### config.mk
export PLATFORM = sky130hd
export DESIGN_NAME = alu_cluster_top
export DESIGN_NICKNAME = d
export VERILOG_FILES = /design/src/verilog/core_config_pkg.sv /design/src/verilog/alu_cluster_top.sv /design/src/verilog/alu_committer.sv /design/src/verilog/alu0.sv /design/src/verilog/alu_issuer.sv /design/src/verilog/reg_file.sv
export SDC_FILE = /design/constraint.sdc
export NUM_CORES = 2
export LEC_CHECK = 0
export ABC_AREA = 1
export BUFFER_PORTS_ARGS = -buffer_cell sky130_fd_sc_hd__clkbuf_2
export CAP_MARGIN = 25
export CELL_PAD_IN_SITES_DETAIL_PLACEMENT = 0
export CELL_PAD_IN_SITES_GLOBAL_PLACEMENT = 1
export CORE_ASPECT_RATIO = 1.2
export CORE_MARGIN = 3
export CORE_UTILIZATION = 30
export CTS_CLUSTER_SIZE = 25
export DETAILED_ROUTE_END_ITERATION = 8
export HOLD_SLACK_MARGIN = 0.15
export PLACE_DENSITY = 0.64
export SYNTH_ARGS = -nofsm -noshare
export SYNTH_HDL_FRONTEND = slang
export SYNTH_SLANG_ARGS = --single-unit
### constraint.sdc
create_clock -name clk -period 5.82 [get_ports clk]
set_input_delay 0.582 -clock clk [delete_from_list [all_inputs] [get_ports clk]]
set_output_delay 0.582 -clock clk [all_outputs]
set_load 0.02 [all_outputs]
### src/verilog/core_config_pkg.sv
package core_config_pkg;

    // ALU operations, codes 5 to 7 are unused and flagged illegal
    typedef enum logic [2:0] {
        c_ADD = 3'd0,
        c_SUB = 3'd1,
        c_AND = 3'd2,
        c_OR  = 3'd3,
        c_XOR = 3'd4
    } alu_cmd_t;

    // Issuer FSM
    typedef enum logic [1:0] {
        S_IDLE  = 2'd0,
        S_ISSUE = 2'd1,
        S_WAIT  = 2'd2
    } issue_state_t;

endpackage
### src/verilog/alu_cluster_top.sv
`timescale 1ns/1ps

module alu_cluster_top #(
    parameter int XLEN       = 32,
    parameter int REG_ADDR_W = 5
) (
    input  logic                      clk,
    input  logic                      rst_n,
    input  logic                      i_instr_valid,
    input  core_config_pkg::alu_cmd_t i_cmd,
    input  logic [REG_ADDR_W-1:0]     i_rs1,
    input  logic [REG_ADDR_W-1:0]     i_rs2,
    input  logic [REG_ADDR_W-1:0]     i_rd,
    input  logic [XLEN-1:0]           i_imm,
    input  logic                      i_use_imm,
    output logic                      o_ready,
    output logic                      o_wb_valid,
    output logic [REG_ADDR_W-1:0]     o_wb_rd,
    output logic [XLEN-1:0]           o_wb_data,
    output logic                      o_carry,
    output logic                      o_illegal,
    output logic [XLEN-1:0]           o_retired
);

    logic [REG_ADDR_W-1:0]     rd_addr_a;
    logic [REG_ADDR_W-1:0]     rd_addr_b;
    logic [XLEN-1:0]           rd_data_a;
    logic [XLEN-1:0]           rd_data_b;
    logic                      issue;
    logic [XLEN-1:0]           arg0;
    logic [XLEN-1:0]           arg1;
    core_config_pkg::alu_cmd_t cmd;
    logic [REG_ADDR_W-1:0]     issue_rd;
    logic                      busy;
    logic                      alu_error;
    logic [XLEN-1:0]           res;
    logic [REG_ADDR_W-1:0]     res_rd;
    logic                      valid;
    logic                      carry;
    logic                      clear;

    alu_issuer #(
        .XLEN       (XLEN),
        .REG_ADDR_W (REG_ADDR_W)
    ) u_issuer (
        .clk           (clk),
        .rst_n         (rst_n),
        .i_instr_valid (i_instr_valid),
        .i_cmd         (i_cmd),
        .i_rs1         (i_rs1),
        .i_rs2         (i_rs2),
        .i_rd          (i_rd),
        .i_imm         (i_imm),
        .i_use_imm     (i_use_imm),
        .i_rd_data_a   (rd_data_a),
        .i_rd_data_b   (rd_data_b),
        .i_alu_busy    (busy),
        .i_alu_error   (alu_error),
        .o_ready       (o_ready),
        .o_rd_addr_a   (rd_addr_a),
        .o_rd_addr_b   (rd_addr_b),
        .o_issue       (issue),
        .o_arg0        (arg0),
        .o_arg1        (arg1),
        .o_cmd         (cmd),
        .o_rd          (issue_rd)
    );

    // Writeback port doubles as the register file write port
    reg_file #(
        .XLEN       (XLEN),
        .REG_ADDR_W (REG_ADDR_W)
    ) u_reg_file (
        .clk         (clk),
        .rst_n       (rst_n),
        .i_rd_addr_a (rd_addr_a),
        .i_rd_addr_b (rd_addr_b),
        .i_wr_en     (o_wb_valid),
        .i_wr_addr   (o_wb_rd),
        .i_wr_data   (o_wb_data),
        .o_rd_data_a (rd_data_a),
        .o_rd_data_b (rd_data_b)
    );

    alu0 #(
        .XLEN       (XLEN),
        .REG_ADDR_W (REG_ADDR_W)
    ) u_alu0 (
        .clk           (clk),
        .rst_n         (rst_n),
        .i_issue       (issue),
        .i_arg0        (arg0),
        .i_arg1        (arg1),
        .i_cmd         (cmd),
        .i_rd          (issue_rd),
        .i_clear       (clear),
        .o_busy        (busy),
        .o_error_issue (alu_error),
        .o_res         (res),
        .o_rd          (res_rd),
        .o_valid       (valid),
        .o_carry       (carry)
    );

    alu_committer #(
        .XLEN       (XLEN),
        .REG_ADDR_W (REG_ADDR_W)
    ) u_committer (
        .clk         (clk),
        .rst_n       (rst_n),
        .i_valid     (valid),
        .i_res       (res),
        .i_rd        (res_rd),
        .i_carry     (carry),
        .i_alu_error (alu_error),
        .o_clear     (clear),
        .o_wb_valid  (o_wb_valid),
        .o_wb_rd     (o_wb_rd),
        .o_wb_data   (o_wb_data),
        .o_carry     (o_carry),
        .o_illegal   (o_illegal),
        .o_retired   (o_retired)
    );

endmodule

### src/verilog/alu_committer.sv
`timescale 1ns/1ps

module alu_committer #(
    parameter int XLEN       = 32,
    parameter int REG_ADDR_W = 5
) (
    input  logic                  clk,
    input  logic                  rst_n,
    input  logic                  i_valid,
    input  logic [XLEN-1:0]       i_res,
    input  logic [REG_ADDR_W-1:0] i_rd,
    input  logic                  i_carry,
    input  logic                  i_alu_error,
    output logic                  o_clear,
    output logic                  o_wb_valid,
    output logic [REG_ADDR_W-1:0] o_wb_rd,
    output logic [XLEN-1:0]       o_wb_data,
    output logic                  o_carry,
    output logic                  o_illegal,
    output logic [XLEN-1:0]       o_retired
);

    // Result is taken in the cycle it shows up, so clear follows valid
    assign o_clear    = i_valid;
    assign o_wb_valid = i_valid;
    assign o_wb_rd    = i_rd;
    assign o_wb_data  = i_res;

    // Carry only meaningful alongside a writeback
    assign o_carry   = i_valid && i_carry;
    assign o_illegal = i_alu_error;

    // Retirement count, writes to x0 included
    always_ff @(posedge clk or negedge rst_n) begin
        if (!rst_n) begin
            o_retired <= '0;
        end else if (o_wb_valid) begin
            o_retired <= o_retired + XLEN'(1);
        end
    end

    // Writeback lasts one cycle, the ALU drops valid after the clear
    a_wb_single: assert property (@(posedge clk) disable iff (!rst_n)
        o_wb_valid |-> i_valid ##1 !i_valid);

endmodule

### src/verilog/alu0.sv
`timescale 1ns/1ps

module alu0 #(
    parameter int XLEN       = 32,
    parameter int REG_ADDR_W = 5
) (
    input  logic                      clk,
    input  logic                      rst_n,
    input  logic                      i_issue,
    input  logic [XLEN-1:0]           i_arg0,
    input  logic [XLEN-1:0]           i_arg1,
    input  core_config_pkg::alu_cmd_t i_cmd,
    input  logic [REG_ADDR_W-1:0]     i_rd,
    input  logic                      i_clear,
    output logic                      o_busy,
    output logic                      o_error_issue,
    output logic [XLEN-1:0]           o_res,
    output logic [REG_ADDR_W-1:0]     o_rd,
    output logic                      o_valid,
    output logic                      o_carry
);

    logic [XLEN:0] wide_res;
    logic          legal;
    logic          valid_q;

    // Extra top bit is carry for ADD, borrow for SUB
    always_comb begin
        wide_res = '0;
        legal    = 1'b1;
        case (i_cmd)
            core_config_pkg::c_ADD: begin
                wide_res = {1'b0, i_arg0} + {1'b0, i_arg1};
            end
            core_config_pkg::c_SUB: begin
                wide_res = {1'b0, i_arg0} - {1'b0, i_arg1};
            end
            core_config_pkg::c_AND: begin
                wide_res = {1'b0, i_arg0 & i_arg1};
            end
            core_config_pkg::c_OR: begin
                wide_res = {1'b0, i_arg0 | i_arg1};
            end
            core_config_pkg::c_XOR: begin
                wide_res = {1'b0, i_arg0 ^ i_arg1};
            end
            default: begin
                legal = 1'b0;
            end
        endcase
    end

    always_ff @(posedge clk or negedge rst_n) begin
        if (!rst_n) begin
            valid_q       <= 1'b0;
            o_error_issue <= 1'b0;
            o_res         <= '0;
            o_rd          <= '0;
            o_carry       <= 1'b0;
        end else begin
            // Error is a single pulse, no result is produced
            o_error_issue <= i_issue && !legal;
            if (i_issue && legal) begin
                valid_q <= 1'b1;
                o_res   <= wide_res[XLEN-1:0];
                o_rd    <= i_rd;
                o_carry <= wide_res[XLEN];
            end else if (i_clear) begin
                valid_q <= 1'b0;
            end
        end
    end

    // Single operation in flight, busy spans the same window as valid
    assign o_valid = valid_q;
    assign o_busy  = valid_q;

    a_valid_xor_error: assert property (@(posedge clk) disable iff (!rst_n)
        !(o_valid && o_error_issue));

    a_no_issue_when_busy: assert property (@(posedge clk) disable iff (!rst_n)
        i_issue |-> !o_busy);

endmodule

### src/verilog/alu_issuer.sv
`timescale 1ns/1ps

module alu_issuer #(
    parameter int XLEN       = 32,
    parameter int REG_ADDR_W = 5
) (
    input  logic                      clk,
    input  logic                      rst_n,
    input  logic                      i_instr_valid,
    input  core_config_pkg::alu_cmd_t i_cmd,
    input  logic [REG_ADDR_W-1:0]     i_rs1,
    input  logic [REG_ADDR_W-1:0]     i_rs2,
    input  logic [REG_ADDR_W-1:0]     i_rd,
    input  logic [XLEN-1:0]           i_imm,
    input  logic                      i_use_imm,
    input  logic [XLEN-1:0]           i_rd_data_a,
    input  logic [XLEN-1:0]           i_rd_data_b,
    input  logic                      i_alu_busy,
    input  logic                      i_alu_error,
    output logic                      o_ready,
    output logic [REG_ADDR_W-1:0]     o_rd_addr_a,
    output logic [REG_ADDR_W-1:0]     o_rd_addr_b,
    output logic                      o_issue,
    output logic [XLEN-1:0]           o_arg0,
    output logic [XLEN-1:0]           o_arg1,
    output core_config_pkg::alu_cmd_t o_cmd,
    output logic [REG_ADDR_W-1:0]     o_rd
);

    core_config_pkg::issue_state_t state;
    core_config_pkg::issue_state_t state_nxt;
    logic                          accept;

    assign o_ready     = (state == core_config_pkg::S_IDLE);
    assign accept      = i_instr_valid && o_ready;
    assign o_issue     = (state == core_config_pkg::S_ISSUE);
    assign o_rd_addr_a = i_rs1;
    assign o_rd_addr_b = i_rs2;

    // Busy lasts one cycle since the committer clears at once,
    // so busy or the error pulse marks the end of the instruction
    always_comb begin
        state_nxt = state;
        case (state)
            core_config_pkg::S_IDLE: begin
                if (accept) begin
                    state_nxt = core_config_pkg::S_ISSUE;
                end
            end
            core_config_pkg::S_ISSUE: begin
                state_nxt = core_config_pkg::S_WAIT;
            end
            core_config_pkg::S_WAIT: begin
                if (i_alu_busy || i_alu_error) begin
                    state_nxt = core_config_pkg::S_IDLE;
                end
            end
            default: begin
                state_nxt = core_config_pkg::S_IDLE;
            end
        endcase
    end

    always_ff @(posedge clk or negedge rst_n) begin
        if (!rst_n) begin
            state  <= core_config_pkg::S_IDLE;
            o_arg0 <= '0;
            o_arg1 <= '0;
            o_cmd  <= core_config_pkg::c_ADD;
            o_rd   <= '0;
        end else begin
            state <= state_nxt;
            // Operands held until the next accept
            if (accept) begin
                o_arg0 <= i_rd_data_a;
                o_arg1 <= i_use_imm ? i_imm : i_rd_data_b;
                o_cmd  <= i_cmd;
                o_rd   <= i_rd;
            end
        end
    end

    a_issue_single: assert property (@(posedge clk) disable iff (!rst_n)
        o_issue |=> !o_issue);

    a_no_ready_when_busy: assert property (@(posedge clk) disable iff (!rst_n)
        i_alu_busy |-> !o_ready);

endmodule

### src/verilog/reg_file.sv
`timescale 1ns/1ps

module reg_file #(
    parameter int XLEN       = 32,
    parameter int REG_ADDR_W = 5
) (
    input  logic                  clk,
    input  logic                  rst_n,
    input  logic [REG_ADDR_W-1:0] i_rd_addr_a,
    input  logic [REG_ADDR_W-1:0] i_rd_addr_b,
    input  logic                  i_wr_en,
    input  logic [REG_ADDR_W-1:0] i_wr_addr,
    input  logic [XLEN-1:0]       i_wr_data,
    output logic [XLEN-1:0]       o_rd_data_a,
    output logic [XLEN-1:0]       o_rd_data_b
);

    localparam int DEPTH = 1 << REG_ADDR_W;

    logic [XLEN-1:0] regs [DEPTH];

    // Entry 0 is never written, so it holds its reset value of zero
    always_ff @(posedge clk or negedge rst_n) begin
        if (!rst_n) begin
            for (int i = 0; i < DEPTH; i++) begin
                regs[i] <= '0;
            end
        end else if (i_wr_en && (i_wr_addr != '0)) begin
            regs[i_wr_addr] <= i_wr_data;
        end
    end

    // Combinational read ports
    assign o_rd_data_a = regs[i_rd_addr_a];
    assign o_rd_data_b = regs[i_rd_addr_b];

endmodule

# Yosys cells after proc, flatten, opt, wreduce, memory -nomap -nowiden
# Index checks and enable logic that the tools add are counted.
[word_totals] input_bits=54 regBits=1170 output_inout_bits=73
[classes] muxes=16 n_bitwise=6 n_addsub=3 n_eq_ne=8 reduce_logical=13 order_cmp=4
[ops] op="bitwise mux 1024 bit" n=1
[ops] op="binary-select mux 32 bit (select 5 bit)" n=2
[ops] op="two-way mux 32 bit" n=6
[ops] op="case mux 33 bit (5 select lines)" n=1
[ops] op="demux 32 bit (select 5 bit)" n=1
[ops] op="adder 32 x 32 -> 33 bit" n=1
[ops] op="subtractor 32 x 32 -> 33 bit" n=1
[ops] op="adder 32 x 1 -> 32 bit, second input constant" n=1
[ops] op="bitwise AND 32 bit" n=1
[ops] op="OR 32 bit" n=1
[ops] op="XOR 32 bit" n=1
[ops] op=">= comparator 6 bit, second input constant" n=3
[ops] op="inverter 5 -> 6 bit" n=3
[ops] op="equality test 3 x 2 -> 1 bit, second input constant" n=2
[ops] op="logical AND 1 bit" n=6
[ops] op="less-than comparator 6 x 1 -> 1 bit, second input constant" n=1
[ops] op="case mux 2 bit (3 select lines)" n=1
[ops] op="nonzero test 5 bit" n=1
[ops] op="OR reduction 5 bit" n=1
[ops] op="two-way mux 2 bit" n=2
[ops] op="equality test 3 x 1 -> 1 bit, second input constant" n=1
[ops] op="equality test 3 bit, second input constant" n=1
[ops] op="logical NOT 3 bit" n=1
[ops] op="equality test 2 x 1 -> 1 bit, second input constant" n=1
[ops] op="8 further kinds" n=9

# Logic depth before layout (Yosys ltp)
[depth] ltp_word=6 mapped_depth=22 mapped_depth_nobuf=22

# Modules after synthesis
# A second synthesis with hierarchy kept.
[unflattened] cells_unflattened=10077 hier_area_um2=68080.3
[modules_own_cells] mod="reg_file" seq_area_each_um2=25624.6 instances=1 cells_per_inst=8270 area_each_um2=56045.0
[modules_own_cells] mod="alu0" seq_area_each_um2=1001.0 instances=1 cells_per_inst=1111 area_each_um2=6558.8
[modules_own_cells] mod="alu_issuer" seq_area_each_um2=1851.8 instances=1 cells_per_inst=435 area_each_um2=3357.0
[modules_own_cells] mod="alu_committer" seq_area_each_um2=800.8 instances=1 cells_per_inst=261 area_each_um2=2119.5

# Worst setup path after synthesis
# OpenSTA, ideal clock, no wires.
[synth_path] kind="register to register" from="register u_issuer.o_arg1[0]" to="register u_alu0.o_res[31]" arrival_ps=2770 setup_ps=77 path_stages_with_launch=21 slack_ps=2973 n_path_buf=0 cell_sequence="dfrtp_1 > inv_1 > ha_1 > nand3_1 > nor2_1 > nand2_1 > nor2_1 > nand2_1 > nand2_1 > o21ai_0 > xor2_1 > ha_1 > nand2_1 > inv_1 > a21oi_1 > nand2_1 > a21oi_1 > nand2_1 > nand2_1 > nand3_1 > a21oi_1"
[synth_between] elab_chain_len=2 word_cells_on_any_way=3
[synth_rtl] item="start, declared" line="alu_issuer.sv:25" rtl="output logic [XLEN-1:0] o_arg1,"
[synth_rtl] item="start signal, assigned" line="alu_issuer.sv:76" rtl="o_arg1 <= i_use_imm ? i_imm : i_rd_data_b;"
[synth_rtl] item="subtractor 32 x 32 -> 33 bit or adder 32 x 32 -> 33 bit (tied branches)" line="alu0.sv:36, alu0.sv:33"
[synth_rtl] item="case mux 33 bit (5 select lines) (*)" line="alu0.sv:31" rtl="case (i_cmd)"
[synth_rtl] item="end signal, assigned" line="alu0.sv:65" rtl="o_res <= wide_res[XLEN-1:0];"
[synth_rtl] item="end, declared" line="alu0.sv:17" rtl="output logic [XLEN-1:0] o_res,"
# Mark *: on every way between the ends. The rest lies on a longest branch, timed or not.
# A chain may end at the register's enable or synchronous reset.

# Worst setup path after layout
[layout_path] from="register u_issuer.o_cmd[1]" to="register u_alu0.o_carry"
[layout_between] elab_chain_len=4 word_cells_on_any_way=9
[layout_rtl] item="start, declared" line="alu_issuer.sv:26" rtl="output core_config_pkg::alu_cmd_t o_cmd,"
[layout_rtl] item="start signal, assigned" line="alu_issuer.sv:69" rtl="o_cmd <= core_config_pkg::c_ADD;"
[layout_rtl] item="start signal, assigned" line="alu_issuer.sv:77" rtl="o_cmd <= i_cmd;"
[layout_rtl] item="equality test 3 x 1 -> 1 bit (tied with other cells)" line="alu0.sv:31"
[layout_rtl] item="OR reduction 5 bit (no source line)"
[layout_rtl] item="two-way mux 1 bit" line="alu0.sv:31"
[layout_rtl] item="logical AND 1 bit" line="alu0.sv:63" rtl="if (i_issue && legal) begin"
[layout_rtl] item="end signal, assigned" line="alu0.sv:67" rtl="o_carry <= wide_res[XLEN];"
[layout_rtl] item="end, declared" line="alu0.sv:20" rtl="output logic o_carry"
# Parallel ways exist; a longest one is shown, timed or not.

==> out/results.ini <==
[place]
place_hpwl_microns = 171900
place_area_sq_um = 68760
dp_worst_setup_slack_ns = 2.037
place_congestion = 0.9423
io_buffers = 126

[sta]
setup_tns_ns = 0
hold_viol_final = 0
fmax_mhz = 265.9
setup_ws_ns = 2.060
holdWs_ns = 0.2014
rsz0062_at_grt = no
finalSetupViolCount = 0
maxSlewHeadroom = 0.2405
min_period_over_period = 0.6461
period_needed_ns = 3.760
final-max-slew-violation-count = 0
clock_skew_ns = 0.04022
worst_slew_pin_slew_ns = 1.139

[logic_synthesis]
synth_seq_cells = 1170
synth-edff-count = 0
ys_warn_count = 0
syn_nets = 9288
async_flop_share = 1.000
synth.distinct_cells = 45
yosysSeqAreaShare = 0.4438
syn_area_sq_um = 65970
synthCells = 9135
synthFlopType = dfrtp_1
avgSynthCellArea_sq_um = 7.222

[global_routing]
overflow = 0
track_usage = 0.2575
use_met1 = 0.3477
grt_busiest_layer = met2
antenna_found_initial = 14
use_met3 = 0.04038
grt_max_degree = 187
use_met2 = 0.4090
grt_pass1_wl_microns = 432300
grt_pass1_vias = 61220

[detailed_routing]
first_iter_violations = 7353
post_drt_wl_per_cell_microns = 25.28
routed-via-count = 64817
avgViaCountPerCell = 5.518
drt-total-wl_microns = 297000
drtAntennaViolNets = 0
drc_errors = 0
firstDrtPassIters = 8

[clock_tree]
cts_buffer_depth = 3
cts_buffers = 142
postCtsSetupBuffers = 0
cts_tree = built
htreeDepth = 4
clk_pin_slew_ns = 0.07
clk_latency_ns = 0.82
cts.sinks = 1170
root_buffer = clkbuf_16

[floorplanning]
core_sq_um = 217600
die_w_microns = 434.1
start_util = 0.3032
die-area_sq_um = 225600
num_io_pins = 127
die_h_microns = 519.7
fp-row-count = 187

[hold_path]
whs_path_depth = 3
min_path_type = input port to flop

[setup_path]
endpoint_kind = flop
startpoint_type = flop
crit_chain = nor2_1, buf_4, inv_1, nor2_2, buf_4, inv_2, nand2_1, nand2_1, a21oi_1, o21ai_0, nand2_1, nand2_1, ha_1, nand2_1, inv_1, nand3_1, o21bai_1, nand3_1, a21oi_1, nand3_1, nand3_1, nand2_1
crit_type = flop to flop
reg2reg_depth = 22
path_common_cell = nand2_1
crit_required_ns = 6.54
critPathMaxFanout = 19
critPathArrivalTime_ns = 4.48
critPathMaxStageDelay_ns = 0.42
crit_path_top_delay_cell = dfrtp_1

[pwr]
power.total_w = 0.03365
ir_drop_mv = 0.2749
p_leak_nw = 33.16
p_per_area_nw_per_um2 = 456.1

[final_layout]
final_cell_mix = 2129 x nand2_1, 1516 x o21ai_0, 1170 x dfrtp_1
postLayoutCellArea_sq_um = 73770
seq_area_sq_um = 29280
fillers = 23260
multiInputGateArea_sq_um = 31950
syn_to_final_growth_pct = 11.82
final_nets = 8947
layout_commonest_cell = nand2_1
drive_above_1_share = 0.06096

[run]
cap_violations = 0

[run_status]
status = finished clean

-- stage by stage --
stage	std cells	util
CTS	11739	0.3385
detailed placement	11461	0.3160
finish	11747	0.3390
global placement	11458	0.3158
global route	11744	0.3390
floorplan	9135	-
-- layout make-up --
| class | instances | share of cell area |
|---|---|---|
| sequential | 1170 | 0.3969 |
| clock inverter | 43 | 0.007463 |
| timing repair buffer | 288 | 0.03318 |
| clock buffer | 215 | 0.05623 |
| inverter | 478 | 0.02490 |
| tap | 2835 | 0.04809 |
| antenna | 4 | 0.0001357 |
| multi-input combinational | 6714 | 0.4331 |
-- layer usage --
layer,part of all wire,up-vias
met5,0.00015,-
met4,0.045,6
li1,-,29699
met3,0.074,566
met2,0.45,2899
met1,0.43,31647
-- synthesized netlist by cell type (50+ instances only) --
master    number  share of area
buf_1         63         0.0036
o21ai_0     1516           0.12
clkbuf_1     536          0.030
xor2_1        50         0.0066
o211ai_1     257          0.029
a21oi_1      692          0.052
dfrtp_1     1170           0.44
inv_1        447          0.025
ha_1          98          0.019
nor2_1      1015          0.058
nand2_1     2138           0.12
o22ai_1       95         0.0090
buf_2        160          0.012
nand3_1      664          0.050
-- flip-flops by register name, summed over array words and instances (netlist names) --
signal                 cells
u_issuer.o_arg0           32
u_alu0.o_rd                5
u_issuer.o_rd              5
u_issuer.o_arg1           32
u_alu0.o_res              32
u_issuer.state             2
u_reg_file.regs         1024
u_alu0.o_carry             1
u_alu0.o_busy              1
u_issuer.o_cmd             3
u_alu0.o_error_issue       1
u_committer.o_retired     32
-- critical path: cells and delay by family (launching register included) --
family | cells | cell delay, ns
fa+ha+maj | 1 | 0.34
flops | 1 | 0.42
buf+inv | 5 | 0.89
compound gates | 4 | 0.77
simple gates | 12 | 1.23
-- worst paths after layout --
kind / startpoint / endpoint / slack [ns]
worst max-delay path: u_issuer.o_cmd[1]$_DFFE_PN0P_ / u_alu0.o_carry$_DFFE_PN0P_ / 2.06
worst min-delay path: i_imm[21] / u_issuer.o_arg1[21]$_DFFE_PN0P_ / 0.20
worst max register to register: u_issuer.o_cmd[1]$_DFFE_PN0P_ / u_alu0.o_carry$_DFFE_PN0P_ / 2.06
worst min register to register: u_reg_file.regs[999]$_DFFE_PN0P_ / u_reg_file.regs[999]$_DFFE_PN0P_ / 0.37
max in group asynchronous: rst_n / u_reg_file.regs[22]$_DFFE_PN0P_ / 3.90
min in group asynchronous: rst_n / u_reg_file.regs[42]$_DFFE_PN0P_ / 0.41
-- what timing repair did --
item	4_1_cts	5_1_grt
hold endpoints to repair	130	0
resized for setup	0	0
hold buffers	20	0
-- where the power goes --
| part | internal (W) | switching, W |
|---|---|---|
| sequential | 0.0104 | 0.00201 |
| clock | 0.00519 | 0.00390 |
| combinational | 0.00372 | 0.00838 |
| total | 0.0194 | 0.0143 |
-- logic make-up after synthesis --
| kind of cell | share of synthesized area |
|---|---|
| flip-flops | 0.4438 |
| XOR/XNOR | 0.009426 |
| AND/OR/NAND/NOR | 0.2377 |
| AO/OA/AOI/OAI | 0.2153 |
| adder cells (fa/ha/maj) | 0.01889 |
| buffers and inverters | 0.07493 |
Note: power is estimated with default switching activity, not from simulation.
